**src/hw/hsid_pkg.sv**
```systemverilog
`default_nettype none

package hsid_pkg;

    // Sample and word sizes
    localparam int HSID_DATA_WIDTH = 16;          // One band sample
    localparam int HSID_WORD_WIDTH = 32;          // MSE value and accumulator

    // Spectrum geometry
    localparam int HSID_HSP_BANDS         = 16;   // Bands per spectrum
    localparam int HSID_HSP_BANDS_WIDTH   = 4;    // Band index, also the MSE shift
    localparam int HSID_HSP_LIBRARY       = 8;    // References in library
    localparam int HSID_HSP_LIBRARY_WIDTH = 3;    // Reference index

    // Library address is {ref, band}
    localparam int HSID_LIB_ADDR_WIDTH = HSID_HSP_LIBRARY_WIDTH + HSID_HSP_BANDS_WIDTH;

    // One MSE result per reference
    typedef struct packed {
        logic [HSID_WORD_WIDTH-1:0]        value;   // Sum of squares >> band width
        logic [HSID_HSP_LIBRARY_WIDTH-1:0] ref_idx; // Library reference
        logic                              of;      // Sum carried out of 32 bits
    } hsid_mse_t;

    // A kept extreme (min or max)
    typedef struct packed {
        logic [HSID_WORD_WIDTH-1:0]        value;
        logic [HSID_HSP_LIBRARY_WIDTH-1:0] ref_idx;
    } hsid_extreme_t;

    // Values after reset and clear
    localparam hsid_extreme_t HSID_MIN_INIT = '{value: '1, ref_idx: '0}; // Any result beats it
    localparam hsid_extreme_t HSID_MAX_INIT = '{value: '0, ref_idx: '0};

endpackage

`default_nettype wire

```
**src/hw/hsid_spectrum_mem.sv**
```systemverilog
`timescale 1ns/1ps
`default_nettype none

module hsid_spectrum_mem
    import hsid_pkg::*;
#(
    parameter int DEPTH = HSID_HSP_BANDS                // Samples held
) (
    input  wire logic                       clk,

    // Host write port
    input  wire logic                       we,         // Write strobe
    input  wire logic [$clog2(DEPTH)-1:0]   waddr,
    input  wire logic [HSID_DATA_WIDTH-1:0] wdata,

    // Controller read port
    input  wire logic                       rd_en,      // Read strobe
    input  wire logic [$clog2(DEPTH)-1:0]   raddr,
    output logic      [HSID_DATA_WIDTH-1:0] rdata       // Valid 1 cycle after rd_en
);

    logic [HSID_DATA_WIDTH-1:0] mem [DEPTH];            // Sample array

    // Write takes effect at the clock edge
    always_ff @(posedge clk) begin
        if (we) begin
            mem[waddr] <= wdata;
        end
    end

    // Registered read, holds last data when idle
    always_ff @(posedge clk) begin
        if (rd_en) begin
            rdata <= mem[raddr];                        // Read-before-write on collision
        end
    end

endmodule

`default_nettype wire

```
**src/hw/hsid_main_ctrl.sv**
```systemverilog
`timescale 1ns/1ps
`default_nettype none

module hsid_main_ctrl
    import hsid_pkg::*;
(
    input  wire logic                              clk,
    input  wire logic                              rst_n,

    // Host control
    input  wire logic                              start,        // One-cycle pulse
    output logic                                   busy,         // High for the whole run
    output logic                                   done,         // Pulse with busy falling

    // Comparator side
    input  wire logic                              cmp_valid,    // Comparator took a result
    output logic                                   clear,        // Reset kept extremes

    // Memory reads
    output logic                                   rd_en,
    output logic [HSID_HSP_BANDS_WIDTH-1:0]        px_rd_addr,   // Band index
    output logic [HSID_LIB_ADDR_WIDTH-1:0]         lib_rd_addr,  // {ref, band}

    // Markers aligned with memory data
    output logic                                   sample_valid,
    output logic                                   band_first,
    output logic                                   band_last,
    output logic [HSID_HSP_LIBRARY_WIDTH-1:0]      ref_idx
);

    typedef enum logic [1:0] {
        ST_IDLE,                                                 // Waiting for start
        ST_READ,                                                 // One band read per cycle
        ST_DRAIN                                                 // Pipeline emptying
    } state_t;

    localparam logic [HSID_HSP_BANDS_WIDTH-1:0]   LAST_BAND =
        HSID_HSP_BANDS_WIDTH'(HSID_HSP_BANDS - 1);
    localparam logic [HSID_HSP_LIBRARY_WIDTH-1:0] LAST_REF  =
        HSID_HSP_LIBRARY_WIDTH'(HSID_HSP_LIBRARY - 1);

    state_t                              state;
    logic [HSID_HSP_BANDS_WIDTH-1:0]     band_cnt;               // Band being read
    logic [HSID_HSP_LIBRARY_WIDTH-1:0]   ref_cnt;                // Reference being read
    logic [HSID_HSP_LIBRARY_WIDTH-1:0]   res_cnt;                // Results seen by comparator
    logic                                last_read;

    assign busy        = (state != ST_IDLE);
    assign rd_en       = (state == ST_READ);
    assign px_rd_addr  = band_cnt;
    assign lib_rd_addr = {ref_cnt, band_cnt};
    assign last_read   = (ref_cnt == LAST_REF) && (band_cnt == LAST_BAND);

    // Run sequencing
    always_ff @(posedge clk or negedge rst_n) begin
        if (!rst_n) begin
            state    <= ST_IDLE;
            band_cnt <= '0;
            ref_cnt  <= '0;
            res_cnt  <= '0;
            clear    <= 1'b0;
            done     <= 1'b0;
        end else begin
            clear <= 1'b0;                                       // Pulses by default
            done  <= 1'b0;
            case (state)
                ST_IDLE: begin
                    if (start) begin
                        state    <= ST_READ;                     // Busy rises with clear
                        clear    <= 1'b1;
                        band_cnt <= '0;
                        ref_cnt  <= '0;
                        res_cnt  <= '0;
                    end
                end
                ST_READ: begin
                    band_cnt <= band_cnt + 1'b1;                 // Wraps into next ref
                    if (band_cnt == LAST_BAND) begin
                        ref_cnt <= ref_cnt + 1'b1;
                    end
                    if (last_read) begin
                        state <= ST_DRAIN;
                    end
                end
                default: ;                                       // Drain only counts results
            endcase

            // Results already arrive while reading
            if (busy && cmp_valid) begin
                res_cnt <= res_cnt + 1'b1;
                if (res_cnt == LAST_REF) begin
                    state <= ST_IDLE;                            // 8th result taken
                    done  <= 1'b1;
                end
            end
        end
    end

    // Markers follow the read by one cycle like the memory data
    always_ff @(posedge clk or negedge rst_n) begin
        if (!rst_n) begin
            sample_valid <= 1'b0;
            band_first   <= 1'b0;
            band_last    <= 1'b0;
            ref_idx      <= '0;
        end else begin
            sample_valid <= rd_en;
            band_first   <= rd_en && (band_cnt == '0);
            band_last    <= rd_en && (band_cnt == LAST_BAND);
            ref_idx      <= ref_cnt;
        end
    end

endmodule

`default_nettype wire

```
**src/hw/hsid_sq_acc.sv**
```systemverilog
`timescale 1ns/1ps
`default_nettype none

module hsid_sq_acc
    import hsid_pkg::*;
(
    input  wire logic                              clk,
    input  wire logic                              rst_n,

    // Samples and markers, aligned by the controller
    input  wire logic                              sample_valid,
    input  wire logic                              band_first,   // Restart the sum
    input  wire logic                              band_last,    // Emit the result
    input  wire logic [HSID_HSP_LIBRARY_WIDTH-1:0] ref_idx,
    input  wire logic [HSID_DATA_WIDTH-1:0]        px_sample,
    input  wire logic [HSID_DATA_WIDTH-1:0]        lib_sample,

    // One result per reference
    output logic                                   mse_valid,
    output hsid_mse_t                              mse
);

    logic [HSID_DATA_WIDTH-1:0]        abs_diff;
    logic [HSID_WORD_WIDTH-1:0]        sq_q;                      // Stage 1 square
    logic                              s1_valid;
    logic                              s1_first;
    logic                              s1_last;
    logic [HSID_HSP_LIBRARY_WIDTH-1:0] s1_ref;
    logic [HSID_WORD_WIDTH-1:0]        acc_q;                     // Running sum
    logic                              of_q;                      // Sticky carry
    logic [HSID_WORD_WIDTH:0]          sum_ext;                   // Sum with carry bit
    logic                              of_next;

    assign abs_diff = (px_sample >= lib_sample) ? px_sample - lib_sample
                                                : lib_sample - px_sample;

    // Stage 1: squared absolute difference
    always_ff @(posedge clk) begin
        sq_q   <= HSID_WORD_WIDTH'(abs_diff) * HSID_WORD_WIDTH'(abs_diff); // Fits in 32 bits
        s1_ref <= ref_idx;
    end

    always_ff @(posedge clk or negedge rst_n) begin
        if (!rst_n) begin
            s1_valid <= 1'b0;
            s1_first <= 1'b0;
            s1_last  <= 1'b0;
        end else begin
            s1_valid <= sample_valid;
            s1_first <= sample_valid && band_first;
            s1_last  <= sample_valid && band_last;
        end
    end

    // Stage 2: accumulate, first band has no carry in
    assign sum_ext = s1_first ? {1'b0, sq_q} : {1'b0, acc_q} + {1'b0, sq_q};
    assign of_next = sum_ext[HSID_WORD_WIDTH] | (~s1_first & of_q);

    always_ff @(posedge clk) begin
        if (s1_valid) begin
            acc_q <= sum_ext[HSID_WORD_WIDTH-1:0];                 // Wrapped sum
        end
        if (s1_last) begin
            mse.value   <= sum_ext[HSID_WORD_WIDTH-1:0] >> HSID_HSP_BANDS_WIDTH; // Mean
            mse.ref_idx <= s1_ref;
            mse.of      <= of_next;
        end
    end

    always_ff @(posedge clk or negedge rst_n) begin
        if (!rst_n) begin
            of_q      <= 1'b0;
            mse_valid <= 1'b0;
        end else begin
            if (s1_valid) begin
                of_q <= of_next;
            end
            mse_valid <= s1_last;                                  // 3 cycles after last read
        end
    end

endmodule

`default_nettype wire

```
**src/hw/hsid_mse_comp.sv**
```systemverilog
`timescale 1ns/1ps
`default_nettype none

module hsid_mse_comp
    import hsid_pkg::*;
(
    input  wire logic      clk,
    input  wire logic      rst_n,

    // Result stream in
    input  wire logic      clear,            // Start of a new run
    input  wire logic      mse_in_valid,
    input  wire hsid_mse_t mse_in,

    // Kept extremes
    output logic           mse_out_valid,    // Result taken
    output hsid_extreme_t  min,
    output logic           min_changed,      // One-cycle pulse
    output hsid_extreme_t  max,
    output logic           max_changed       // One-cycle pulse
);

    logic use_in;                                           // Valid and not overflowed
    logic take_min;
    logic take_max;

    assign use_in   = mse_in_valid && !mse_in.of;
    assign take_min = use_in && (mse_in.value <= min.value); // Ties go to later ref
    assign take_max = use_in && (mse_in.value >= max.value);

    always_ff @(posedge clk or negedge rst_n) begin
        if (!rst_n) begin
            mse_out_valid <= 1'b0;
            min           <= HSID_MIN_INIT;
            max           <= HSID_MAX_INIT;
            min_changed   <= 1'b0;
            max_changed   <= 1'b0;
        end else if (clear) begin
            mse_out_valid <= 1'b0;                          // Same state as after reset
            min           <= HSID_MIN_INIT;
            max           <= HSID_MAX_INIT;
            min_changed   <= 1'b0;
            max_changed   <= 1'b0;
        end else begin
            mse_out_valid <= mse_in_valid;                  // Overflowed results still count
            min_changed   <= take_min;
            max_changed   <= take_max;
            if (take_min) begin
                min.value   <= mse_in.value;
                min.ref_idx <= mse_in.ref_idx;
            end
            if (take_max) begin
                max.value   <= mse_in.value;
                max.ref_idx <= mse_in.ref_idx;
            end
        end
    end

endmodule

`default_nettype wire

```
**src/hw/hsid_top.sv**
```systemverilog
`timescale 1ns/1ps
`default_nettype none

module hsid_top
    import hsid_pkg::*;
(
    input  wire logic                            clk,
    input  wire logic                            rst_n,

    // Pixel memory load
    input  wire logic                            px_we,
    input  wire logic [HSID_HSP_BANDS_WIDTH-1:0] px_addr,    // Band index
    input  wire logic [HSID_DATA_WIDTH-1:0]      px_data,

    // Library memory load
    input  wire logic                            lib_we,
    input  wire logic [HSID_LIB_ADDR_WIDTH-1:0]  lib_addr,   // {ref, band}
    input  wire logic [HSID_DATA_WIDTH-1:0]      lib_data,

    // Run control
    input  wire logic                            start,
    output logic                                 busy,
    output logic                                 done,

    // Per-reference results
    output logic                                 mse_valid,
    output hsid_mse_t                            mse,

    // Kept extremes
    output hsid_extreme_t                        min,
    output hsid_extreme_t                        max,
    output logic                                 min_changed,
    output logic                                 max_changed
);

    logic                              clear;
    logic                              cmp_valid;
    logic                              rd_en;
    logic [HSID_HSP_BANDS_WIDTH-1:0]   px_rd_addr;
    logic [HSID_LIB_ADDR_WIDTH-1:0]    lib_rd_addr;
    logic                              sample_valid;
    logic                              band_first;
    logic                              band_last;
    logic [HSID_HSP_LIBRARY_WIDTH-1:0] ref_idx;
    logic [HSID_DATA_WIDTH-1:0]        px_sample;
    logic [HSID_DATA_WIDTH-1:0]        lib_sample;

    hsid_main_ctrl u_ctrl (
        .clk          (clk),
        .rst_n        (rst_n),
        .start        (start),
        .cmp_valid    (cmp_valid),
        .busy         (busy),
        .done         (done),
        .clear        (clear),
        .rd_en        (rd_en),
        .px_rd_addr   (px_rd_addr),
        .lib_rd_addr  (lib_rd_addr),
        .sample_valid (sample_valid),
        .band_first   (band_first),
        .band_last    (band_last),
        .ref_idx      (ref_idx)
    );

    // One pixel spectrum
    hsid_spectrum_mem #(.DEPTH(HSID_HSP_BANDS)) u_px_mem (
        .clk   (clk),
        .we    (px_we),
        .waddr (px_addr),
        .wdata (px_data),
        .rd_en (rd_en),
        .raddr (px_rd_addr),
        .rdata (px_sample)
    );

    // All reference spectra, ref-major
    hsid_spectrum_mem #(.DEPTH(HSID_HSP_LIBRARY * HSID_HSP_BANDS)) u_lib_mem (
        .clk   (clk),
        .we    (lib_we),
        .waddr (lib_addr),
        .wdata (lib_data),
        .rd_en (rd_en),                                    // Same read as pixel
        .raddr (lib_rd_addr),
        .rdata (lib_sample)
    );

    hsid_sq_acc u_sq_acc (
        .clk          (clk),
        .rst_n        (rst_n),
        .sample_valid (sample_valid),
        .band_first   (band_first),
        .band_last    (band_last),
        .ref_idx      (ref_idx),
        .px_sample    (px_sample),
        .lib_sample   (lib_sample),
        .mse_valid    (mse_valid),
        .mse          (mse)
    );

    hsid_mse_comp u_comp (
        .clk           (clk),
        .rst_n         (rst_n),
        .clear         (clear),
        .mse_in_valid  (mse_valid),
        .mse_in        (mse),
        .mse_out_valid (cmp_valid),                        // Counted for done
        .min           (min),
        .min_changed   (min_changed),
        .max           (max),
        .max_changed   (max_changed)
    );

endmodule

`default_nettype wire

```
**config.mk**
```make
export PLATFORM = sky130hd
export DESIGN_NAME = hsid_top
export DESIGN_NICKNAME = d
export VERILOG_FILES = /design/src/hw/hsid_pkg.sv /design/src/hw/hsid_spectrum_mem.sv /design/src/hw/hsid_main_ctrl.sv /design/src/hw/hsid_sq_acc.sv /design/src/hw/hsid_mse_comp.sv /design/src/hw/hsid_top.sv
export SDC_FILE = /design/constraint.sdc
export NUM_CORES = 2
export LEC_CHECK = 0
export BUFFER_PORTS_ARGS = -buffer_cell sky130_fd_sc_hd__buf_2
export CORE_MARGIN = 5
export CORE_UTILIZATION = 30
export CTS_CLUSTER_SIZE = 8
export DETAILED_ROUTE_END_ITERATION = 6
export PLACE_DENSITY_LB_ADDON = 0.08
export SYNTH_ARGS = -nofsm -noshare
export SYNTH_HDL_FRONTEND = slang
export SYNTH_SLANG_ARGS = --single-unit
```
**constraint.sdc**
```tcl
create_clock -name clk -period 8.2 [get_ports clk]
set_clock_uncertainty 0.15 [all_clocks]
set_input_delay 0.41 -clock clk [delete_from_list [all_inputs] [get_ports clk]]
set_output_delay 0.41 -clock clk [all_outputs]
set_load 0.02 [all_outputs]
```
# After elaboration in Yosys (flattened, before gate mapping)
# Memories as Yosys holds them, arrays and structs flattened. A register that Yosys moved wholly into a read port is not among the register bits.
# Cells that the tools add are included.
dict set report word_totals {
  ff_bits 197
  elab_cells 99
  mem_bits_rw 2304
  memories 2
  output_inout_bits 111
}
# name words word_bits rd rd_ports_with_merged_regs write_ports line
set mem_list {}
lappend mem_list {u_lib_mem.mem 128 16 1 1 1 hsid_spectrum_mem.sv:22} ;# logic [HSID_DATA_WIDTH-1:0] mem [DEPTH];
lappend mem_list {u_px_mem.mem 16 16 1 1 1 hsid_spectrum_mem.sv:22}
dict set report classes {
  order_cmp 3
  reduce_logical 21
  n_bitwise 3
  addsub 6
  mul 1
  muxes 29
  eq_ne 6
}
# op n
set op_table {}
lappend op_table {{35-bit two-way mux} 4}
lappend op_table {{32-bit by 32-bit adder with 33-bit output} 1}
lappend op_table {{33-bit two-way mux} 1}
lappend op_table {{28-bit by 32-bit greater-or-equal comparator with 1-bit output} 1}
lappend op_table {{28-bit by 32-bit <= comparator with 1-bit output} 1}
lappend op_table {{16-bit by 16-bit multiplier with 32-bit output} 1}
lappend op_table {{16-bit subtractor} 2}
lappend op_table {{16-bit greater-or-equal comparator} 1}
lappend op_table {{16-bit two-way mux} 1}
lappend op_table {{3-bit two-way mux} 4}
lappend op_table {{2-bit nonzero test} 6}
lappend op_table {{1-bit two-way mux} 11}
lappend op_table {{1-bit logical AND} 9}
lappend op_table {{2-bit two-way mux} 4}
lappend op_table {{4-bit one-hot mux with 2 select lines} 1}
lappend op_table {{3-bit by 1-bit adder with 3-bit output (second input constant)} 2}
lappend op_table {{3-bit == test (second input constant)} 2}
lappend op_table {{3-bit one-hot mux with 2 select lines} 1}
lappend op_table {{4-bit by 1-bit adder with 4-bit output (second input constant)} 1}
lappend op_table {{4-bit == test (second input constant)} 1}
lappend op_table {{4-bit zero test} 1}
lappend op_table {{4-bit two-way mux} 1}
lappend op_table {{2-bit inequality test (second input constant)} 2}
lappend op_table {{2-bit one-hot mux with 2 select lines} 1}
lappend op_table {{8 further kinds} 9}

# Logic depth before layout (Yosys ltp)
dict set report logic_depth {
  depth_word 6
  ltp_mapped 40
}

# Modules after synthesis
# Synthesis repeated with hierarchy kept, for this count alone.
dict set report hier_totals {
  cells_unflattened 5566
  area_unflattened_um2 108343.9
}
# module area_per_inst_um2 cells_each instances
set by_module_without_submodules {}
lappend by_module_without_submodules {{hsid_spectrum_mem at u_lib_mem} 78683.0 3086 1}
lappend by_module_without_submodules {hsid_sq_acc 13472.9 1446 1}
lappend by_module_without_submodules {{hsid_spectrum_mem at u_px_mem} 10203.5 432 1}
lappend by_module_without_submodules {hsid_mse_comp 5109.9 530 1}
lappend by_module_without_submodules {hsid_main_ctrl 874.6 72 1}

# Least setup slack after synthesis
# OpenSTA, ideal clock, no wires.
dict set report synth_path {
  path_kind {flip-flop to flip-flop}
  start {register u_lib_mem.rdata[10] (read register of u_lib_mem.mem)}
  end {register u_sq_acc.sq_q[30]}
  required_ns 7.926
  n_path_buf 3
  setup_time_ns 0.124
  slack_ns -0.344
  arrival_time_ns 8.270
  path_stages_with_launch 36
  path_cell_list {edfxtp_1 -> ha_1 -> buf_2 -> and4_1 -> buf_2 -> nand3_1 -> a211o_1 -> a211oi_2 -> nor2_1 -> buf_2 -> o31ai_1 -> xor2_1 -> inv_2 -> nand2_1 -> inv_1 -> fa_1 -> inv_1 -> fa_1 -> inv_1 -> fa_1 -> inv_1 -> fa_1 -> inv_1 -> fa_1 -> inv_1 -> fa_1 -> inv_1 -> ha_1 -> o211ai_1 -> nor4_1 -> nor3_1 -> o41a_1 -> o31ai_1 -> nand2b_1 -> a311oi_1 -> xnor2_1}
}
dict set report synth_via {
  elab_chain_cells 3
  elab_cells_between_ends 5
  classes_between {add/sub (2); mul (1); order compare (1); mux (1)}
}
# item line
set synth_lines {}
lappend synth_lines {{from (decl)} hsid_spectrum_mem.sv:19} ;# output logic [HSID_DATA_WIDTH-1:0] rdata
lappend synth_lines {{16-bit subtractor, or another cell as far along} hsid_sq_acc.sv:35} ;# : lib_sample - px_sample;
lappend synth_lines {{16-bit two-way mux *} hsid_sq_acc.sv:34} ;# assign abs_diff = (px_sample >= lib_sample) ? px_sample - lib_sample
lappend synth_lines {{16-bit by 16-bit multiplier with 32-bit output *} hsid_sq_acc.sv:39} ;# sq_q <= HSID_WORD_WIDTH'(abs_diff) * HSID_WORD_WIDTH'(abs_diff);
lappend synth_lines {{to (signal assigned)} hsid_sq_acc.sv:39}
lappend synth_lines {{to (decl)} hsid_sq_acc.sv:24} ;# logic [HSID_WORD_WIDTH-1:0] sq_q;
# Every way passes the cells marked *; elsewhere a longest branch is shown, timed or not.
# A chain may end at the register's enable or synchronous reset.

# Worst setup path in the final report
dict set report layout_path {
  start {register u_px_mem.rdata[0] (read register of u_px_mem.mem)}
  end {register u_sq_acc.sq_q[26]}
}
dict set report layout_via {
  elab_chain_cells 3
  elab_cells_between_ends 5
  classes_between {add/sub (2); mul (1); order compare (1); mux (1)}
}
# item line
set layout_lines {}
lappend layout_lines {{from (decl)} hsid_spectrum_mem.sv:19}
lappend layout_lines {{16-bit subtractor, or another cell as far along} hsid_sq_acc.sv:35}
lappend layout_lines {{16-bit two-way mux *} hsid_sq_acc.sv:34}
lappend layout_lines {{16-bit by 16-bit multiplier with 32-bit output *} hsid_sq_acc.sv:39}
# Marked as above.

==> flow_summary.rst <==
.. list-table::
   :header-rows: 1

   * - Metric
     - Value
   * - Status
     - finished with violations
   * - Violated checks
     - negative setup slack
   * - Max Buffers Root-to-Sink
     - 4
   * - Max Clk Rate
     - ~0.12 GHz
   * - Fin nets
     - 7216
   * - Global Route Usage Sum
     - ~18%
   * - First DRT Iteration DRCs
     - about 4400
   * - Remaining antenna violation count after routing
     - 0
   * - Worst hold slack
     - between 0.08 and 0.09 ns
   * - Worst min-delay path class
     - input pin to flop
   * - Most common library cells after synthesis
     - 2400 x sky130_fd_sc_hd__edfxtp_1, 457 x sky130_fd_sc_hd__mux4_2, 385 x sky130_fd_sc_hd__mux2i_1, 335 x sky130_fd_sc_hd__inv_1, 288 x sky130_fd_sc_hd__nor2_1
   * - DPL Wire Length
     - just over 200 mm
   * - Cells taking the most area after synthesis
     - sky130_fd_sc_hd__edfxtp_1 67%, sky130_fd_sc_hd__mux4_2 9.5%, sky130_fd_sc_hd__mux2i_1 3.6%
   * - Final Instance Area
     - roughly 130000 µm²
   * - CTS Root Buffer Type
     - sky130_fd_sc_hd__clkbuf_16
   * - Final hold violation count
     - 0
   * - Number of flops mapped to enable cells by yosys
     - 2400
   * - Worst-margin pin slew
     - 1.255 ns
   * - Pin count of the biggest net entering global routing
     - 98
   * - Average instance area after synthesis
     - approximately 18 µm²
   * - Setup repair after global routing missed its margin
     - yes
   * - Most frequently used cell type in the post-synthesis netlist
     - sky130_fd_sc_hd__edfxtp_1
   * - Number of antenna violations at the first check in global routing
     - 36
   * - Detailed-router iteration count before antenna repair
     - 6
   * - Synthesized area
     - about 110000 µm²
   * - Row count
     - 220
   * - Setup slack after placement
     - -0.4555 ns
   * - Routability-driven placement congestion ratio
     - ~0.78
   * - Placed standard-cell area
     - around 120000 µm²
   * - Slowest cell delay on critical path
     - approximately 0.55 ns
   * - Crit path max-delay cell type
     - sky130_fd_sc_hd__fa_1
   * - Vias per inst
     - slightly below 5
   * - Area of the die
     - about 370000 µm²
   * - Required time of the critical path
     - between 8 and 9 ns
   * - Routed wirelength normalized by instance count
     - 28.62 µm
   * - Total grt overflow
     - 0
   * - Number of buffer cells added on primary ports
     - 150
   * - Clock tree from TritonCTS
     - done
   * - Effective utilization at floorplan
     - between 30% and 40%
   * - Overall routed net length
     - roughly 330 mm
   * - Number of levels in the clock H-tree
     - 5
   * - Utilization after layout
     - about 36%
   * - CP Capture Type
     - flop
   * - Final count of negative-setup-slack endpoints
     - 5
   * - # Max-Cap Violations
     - 0
   * - Sinks on Clock Net
     - around 2500
   * - Arrival time reported for the critical path endpoint
     - 8.92 ns
   * - Cell with the most instances on the worst path
     - sky130_fd_sc_hd__fa_1
   * - Remaining max-slew budget at the tightest pin
     - 15.84%
   * - Setup slack after layout
     - -0.09334 ns
   * - Worst Path Class, Setup
     - flop to flop
   * - Part of the Yosys area used for sequential elements
     - between 60% and 70%
   * - Number of top-level pins
     - 159
   * - Share of synthesized registers carrying an async set or reset
     - about 3.6%
   * - First-pass GRT wire length
     - between 400 and 500 mm
   * - Number of buffer and inverter instances along the worst setup path
     - 10
   * - Cell accounting for the most synthesized area
     - sky130_fd_sc_hd__edfxtp_1
   * - Vias in the first global route
     - ~60000
   * - Clk_lat worst skew
     - 0.94 ns
   * - Count of vias placed by the detailed router
     - between 50000 and 60000
   * - Number of warnings printed during yosys synthesis
     - 0
   * - Fin. max-slew vios
     - 0
   * - Post-layout min period
     - ~8.3 ns
   * - Placeable Area
     - roughly 360000 µm²
   * - Family with the most delay on the worst path
     - adder cells
   * - Layout area overhead
     - 18.72%
   * - Critical Path Start Type
     - flop
   * - Total clock buffers created by CTS
     - between 300 and 400
   * - Maximum fanout encountered on the critical timing path
     - 5
   * - Die width
     - slightly above 600 µm
   * - Clock transition at the register clock pins on the worst setup and hold paths after CTS
     - 0.05 ns
   * - Proportion of netlist area held by the largest area contributor
     - 66.76%
   * - Number of remaining DRC errors
     - 0
   * - Top_reg_cell synth
     - sky130_fd_sc_hd__edfxtp_1
   * - Ratio of cells with drive above 1 in the final layout
     - 25.01%
   * - Synth Register Bits
     - about 2500
   * - Unique masters post-synth
     - 80
   * - Die Y-Extent
     - a little over 600 µm
   * - Mapped Cells
     - 6093
   * - Share of the cycle needed by the critical path after routing
     - 101.1%
-- state kept, by name, summed over array words and instances (netlist names), 2 cells and up --
name	count
u_sq_acc.acc_q	32
u_px_mem.rdata	16
u_sq_acc.s1_ref	3
u_sq_acc.sq_q	31
u_ctrl.state	2
u_ctrl.ref_cnt	3
u_px_mem.mem	256
u_comp.max	31
u_sq_acc.mse	32
u_ctrl.res_cnt	3
u_lib_mem.rdata	16
u_ctrl.ref_idx	3
u_lib_mem.mem	2048
u_ctrl.px_rd_addr	4
u_comp.min	32
-- final timing paths --
check | start | end | slack [ns] | cells past startpoint
max reg2reg | u_px_mem.rdata[0] | u_sq_acc.sq_q[26] | -0.09 | 35
max | u_px_mem.rdata[0] | u_sq_acc.sq_q[26] | -0.09 | 35
min | lib_data[14] | u_lib_mem.mem[97][14] | 0.08 | 1
max in group asynchronous | rst_n | u_ctrl.res_cnt[1] | 6.71 | 4
min reg2reg | u_ctrl.ref_idx[0] | u_sq_acc.s1_ref[0] | 0.20 | 0
min in group asynchronous | rst_n | u_comp.min[1] | 0.12 | 3
-- cells by family after synthesis --
| group | Yosys count | synth area share [%] |
|---|---|---|
| and+or+nand+nor | 800 | 3.321 |
| DFF | 2525 | 69.54 |
| xor gates and xnor gates | 76 | 0.6757 |
| other | 1 | 0.003474 |
| AOI/OAI and AO/OA | 796 | 5.105 |
| buffers and inverters | 649 | 2.451 |
| muxes | 859 | 13.28 |
| adders and majority gates | 387 | 5.626 |
-- timing repair --
action	4_1_cts	5_1_grt
hold endpoints to repair	1054	0
endpoints found under the setup margin	13	17
pin swaps	42	37
hold buffers	41	0
gates resized for setup	52	68
setup buffers	7	16
-- layer usage --
layer | share of wire [%] | vias up | global-route usage, %
li1 | - | 25310 | -
met2 | 49 | 1359 | 29.69
met1 | 44 | 30830 | 24.11
met3 | 4.5 | 399 | 2.554
met4 | 2.1 | 4 | 3.891
met5 | 0.0084 | - | 0
-- per-stage QoR --
step | std cells | TNS [ns]
floorplan | 6100 | 0
global placement | 11140 | -3.760
detailed placement | 11140 | -3.173
CTS | 11640 | -1.398
global route | 11660 | -3.772
finish | 11670 | -0.1838
-- cell type report --
class,instances,area [µm²]
Antenna cell,18,45.04
Clock inverter,29,491.7
Multi-Input combinational cell,2926,31260
Fill cell,33680,230500
Sequential cell,2525,75090
Clock buffer,430,9229
Timing Repair Buffer,628,4766
Inverter,344,1306
Tap cell,4773,5972
-- placed cells by master (no fill, tap or decap), types with 17 or more instances in the layout --
cell,instances
sky130_fd_sc_hd__edfxtp_1,2400
sky130_fd_sc_hd__mux4_2,457
sky130_fd_sc_hd__buf_4,421
sky130_fd_sc_hd__mux2i_1,385
sky130_fd_sc_hd__clkbuf_16,358
sky130_fd_sc_hd__inv_1,322
sky130_fd_sc_hd__nand2_1,244
sky130_fd_sc_hd__ha_1,213
sky130_fd_sc_hd__nor2_1,175
sky130_fd_sc_hd__fa_1,159
sky130_fd_sc_hd__a21oi_1,142
sky130_fd_sc_hd__buf_2,133
sky130_fd_sc_hd__o221ai_1,123
sky130_fd_sc_hd__o21ai_0,117
sky130_fd_sc_hd__nor2_2,96
sky130_fd_sc_hd__nand2b_1,87
sky130_fd_sc_hd__o22ai_1,79
sky130_fd_sc_hd__clkbuf_1,72
sky130_fd_sc_hd__a21o_1,68
sky130_fd_sc_hd__dfrtp_1,53
sky130_fd_sc_hd__a211oi_1,50
sky130_fd_sc_hd__dlygate4sd3_1,41
sky130_fd_sc_hd__nand3_1,35
sky130_fd_sc_hd__a211o_1,34
sky130_fd_sc_hd__a221oi_1,34
sky130_fd_sc_hd__dfxtp_1,34
sky130_fd_sc_hd__xnor2_1,33
sky130_fd_sc_hd__xor2_1,29
sky130_fd_sc_hd__dfstp_2,29
sky130_fd_sc_hd__nor2b_1,21
sky130_fd_sc_hd__nor3_1,19
sky130_fd_sc_hd__and2_1,19
sky130_fd_sc_hd__nor2_4,19
sky130_fd_sc_hd__diode_2,18
sky130_fd_sc_hd__buf_12,18
sky130_fd_sc_hd__o21a_1,17
sky130_fd_sc_hd__mux2_2,17
sky130_fd_sc_hd__inv_2,17
sky130_fd_sc_hd__a22oi_1,17
Power is not shown: default switching activity piles up to over one toggle a cycle in this logic, so the estimate is an artifact.
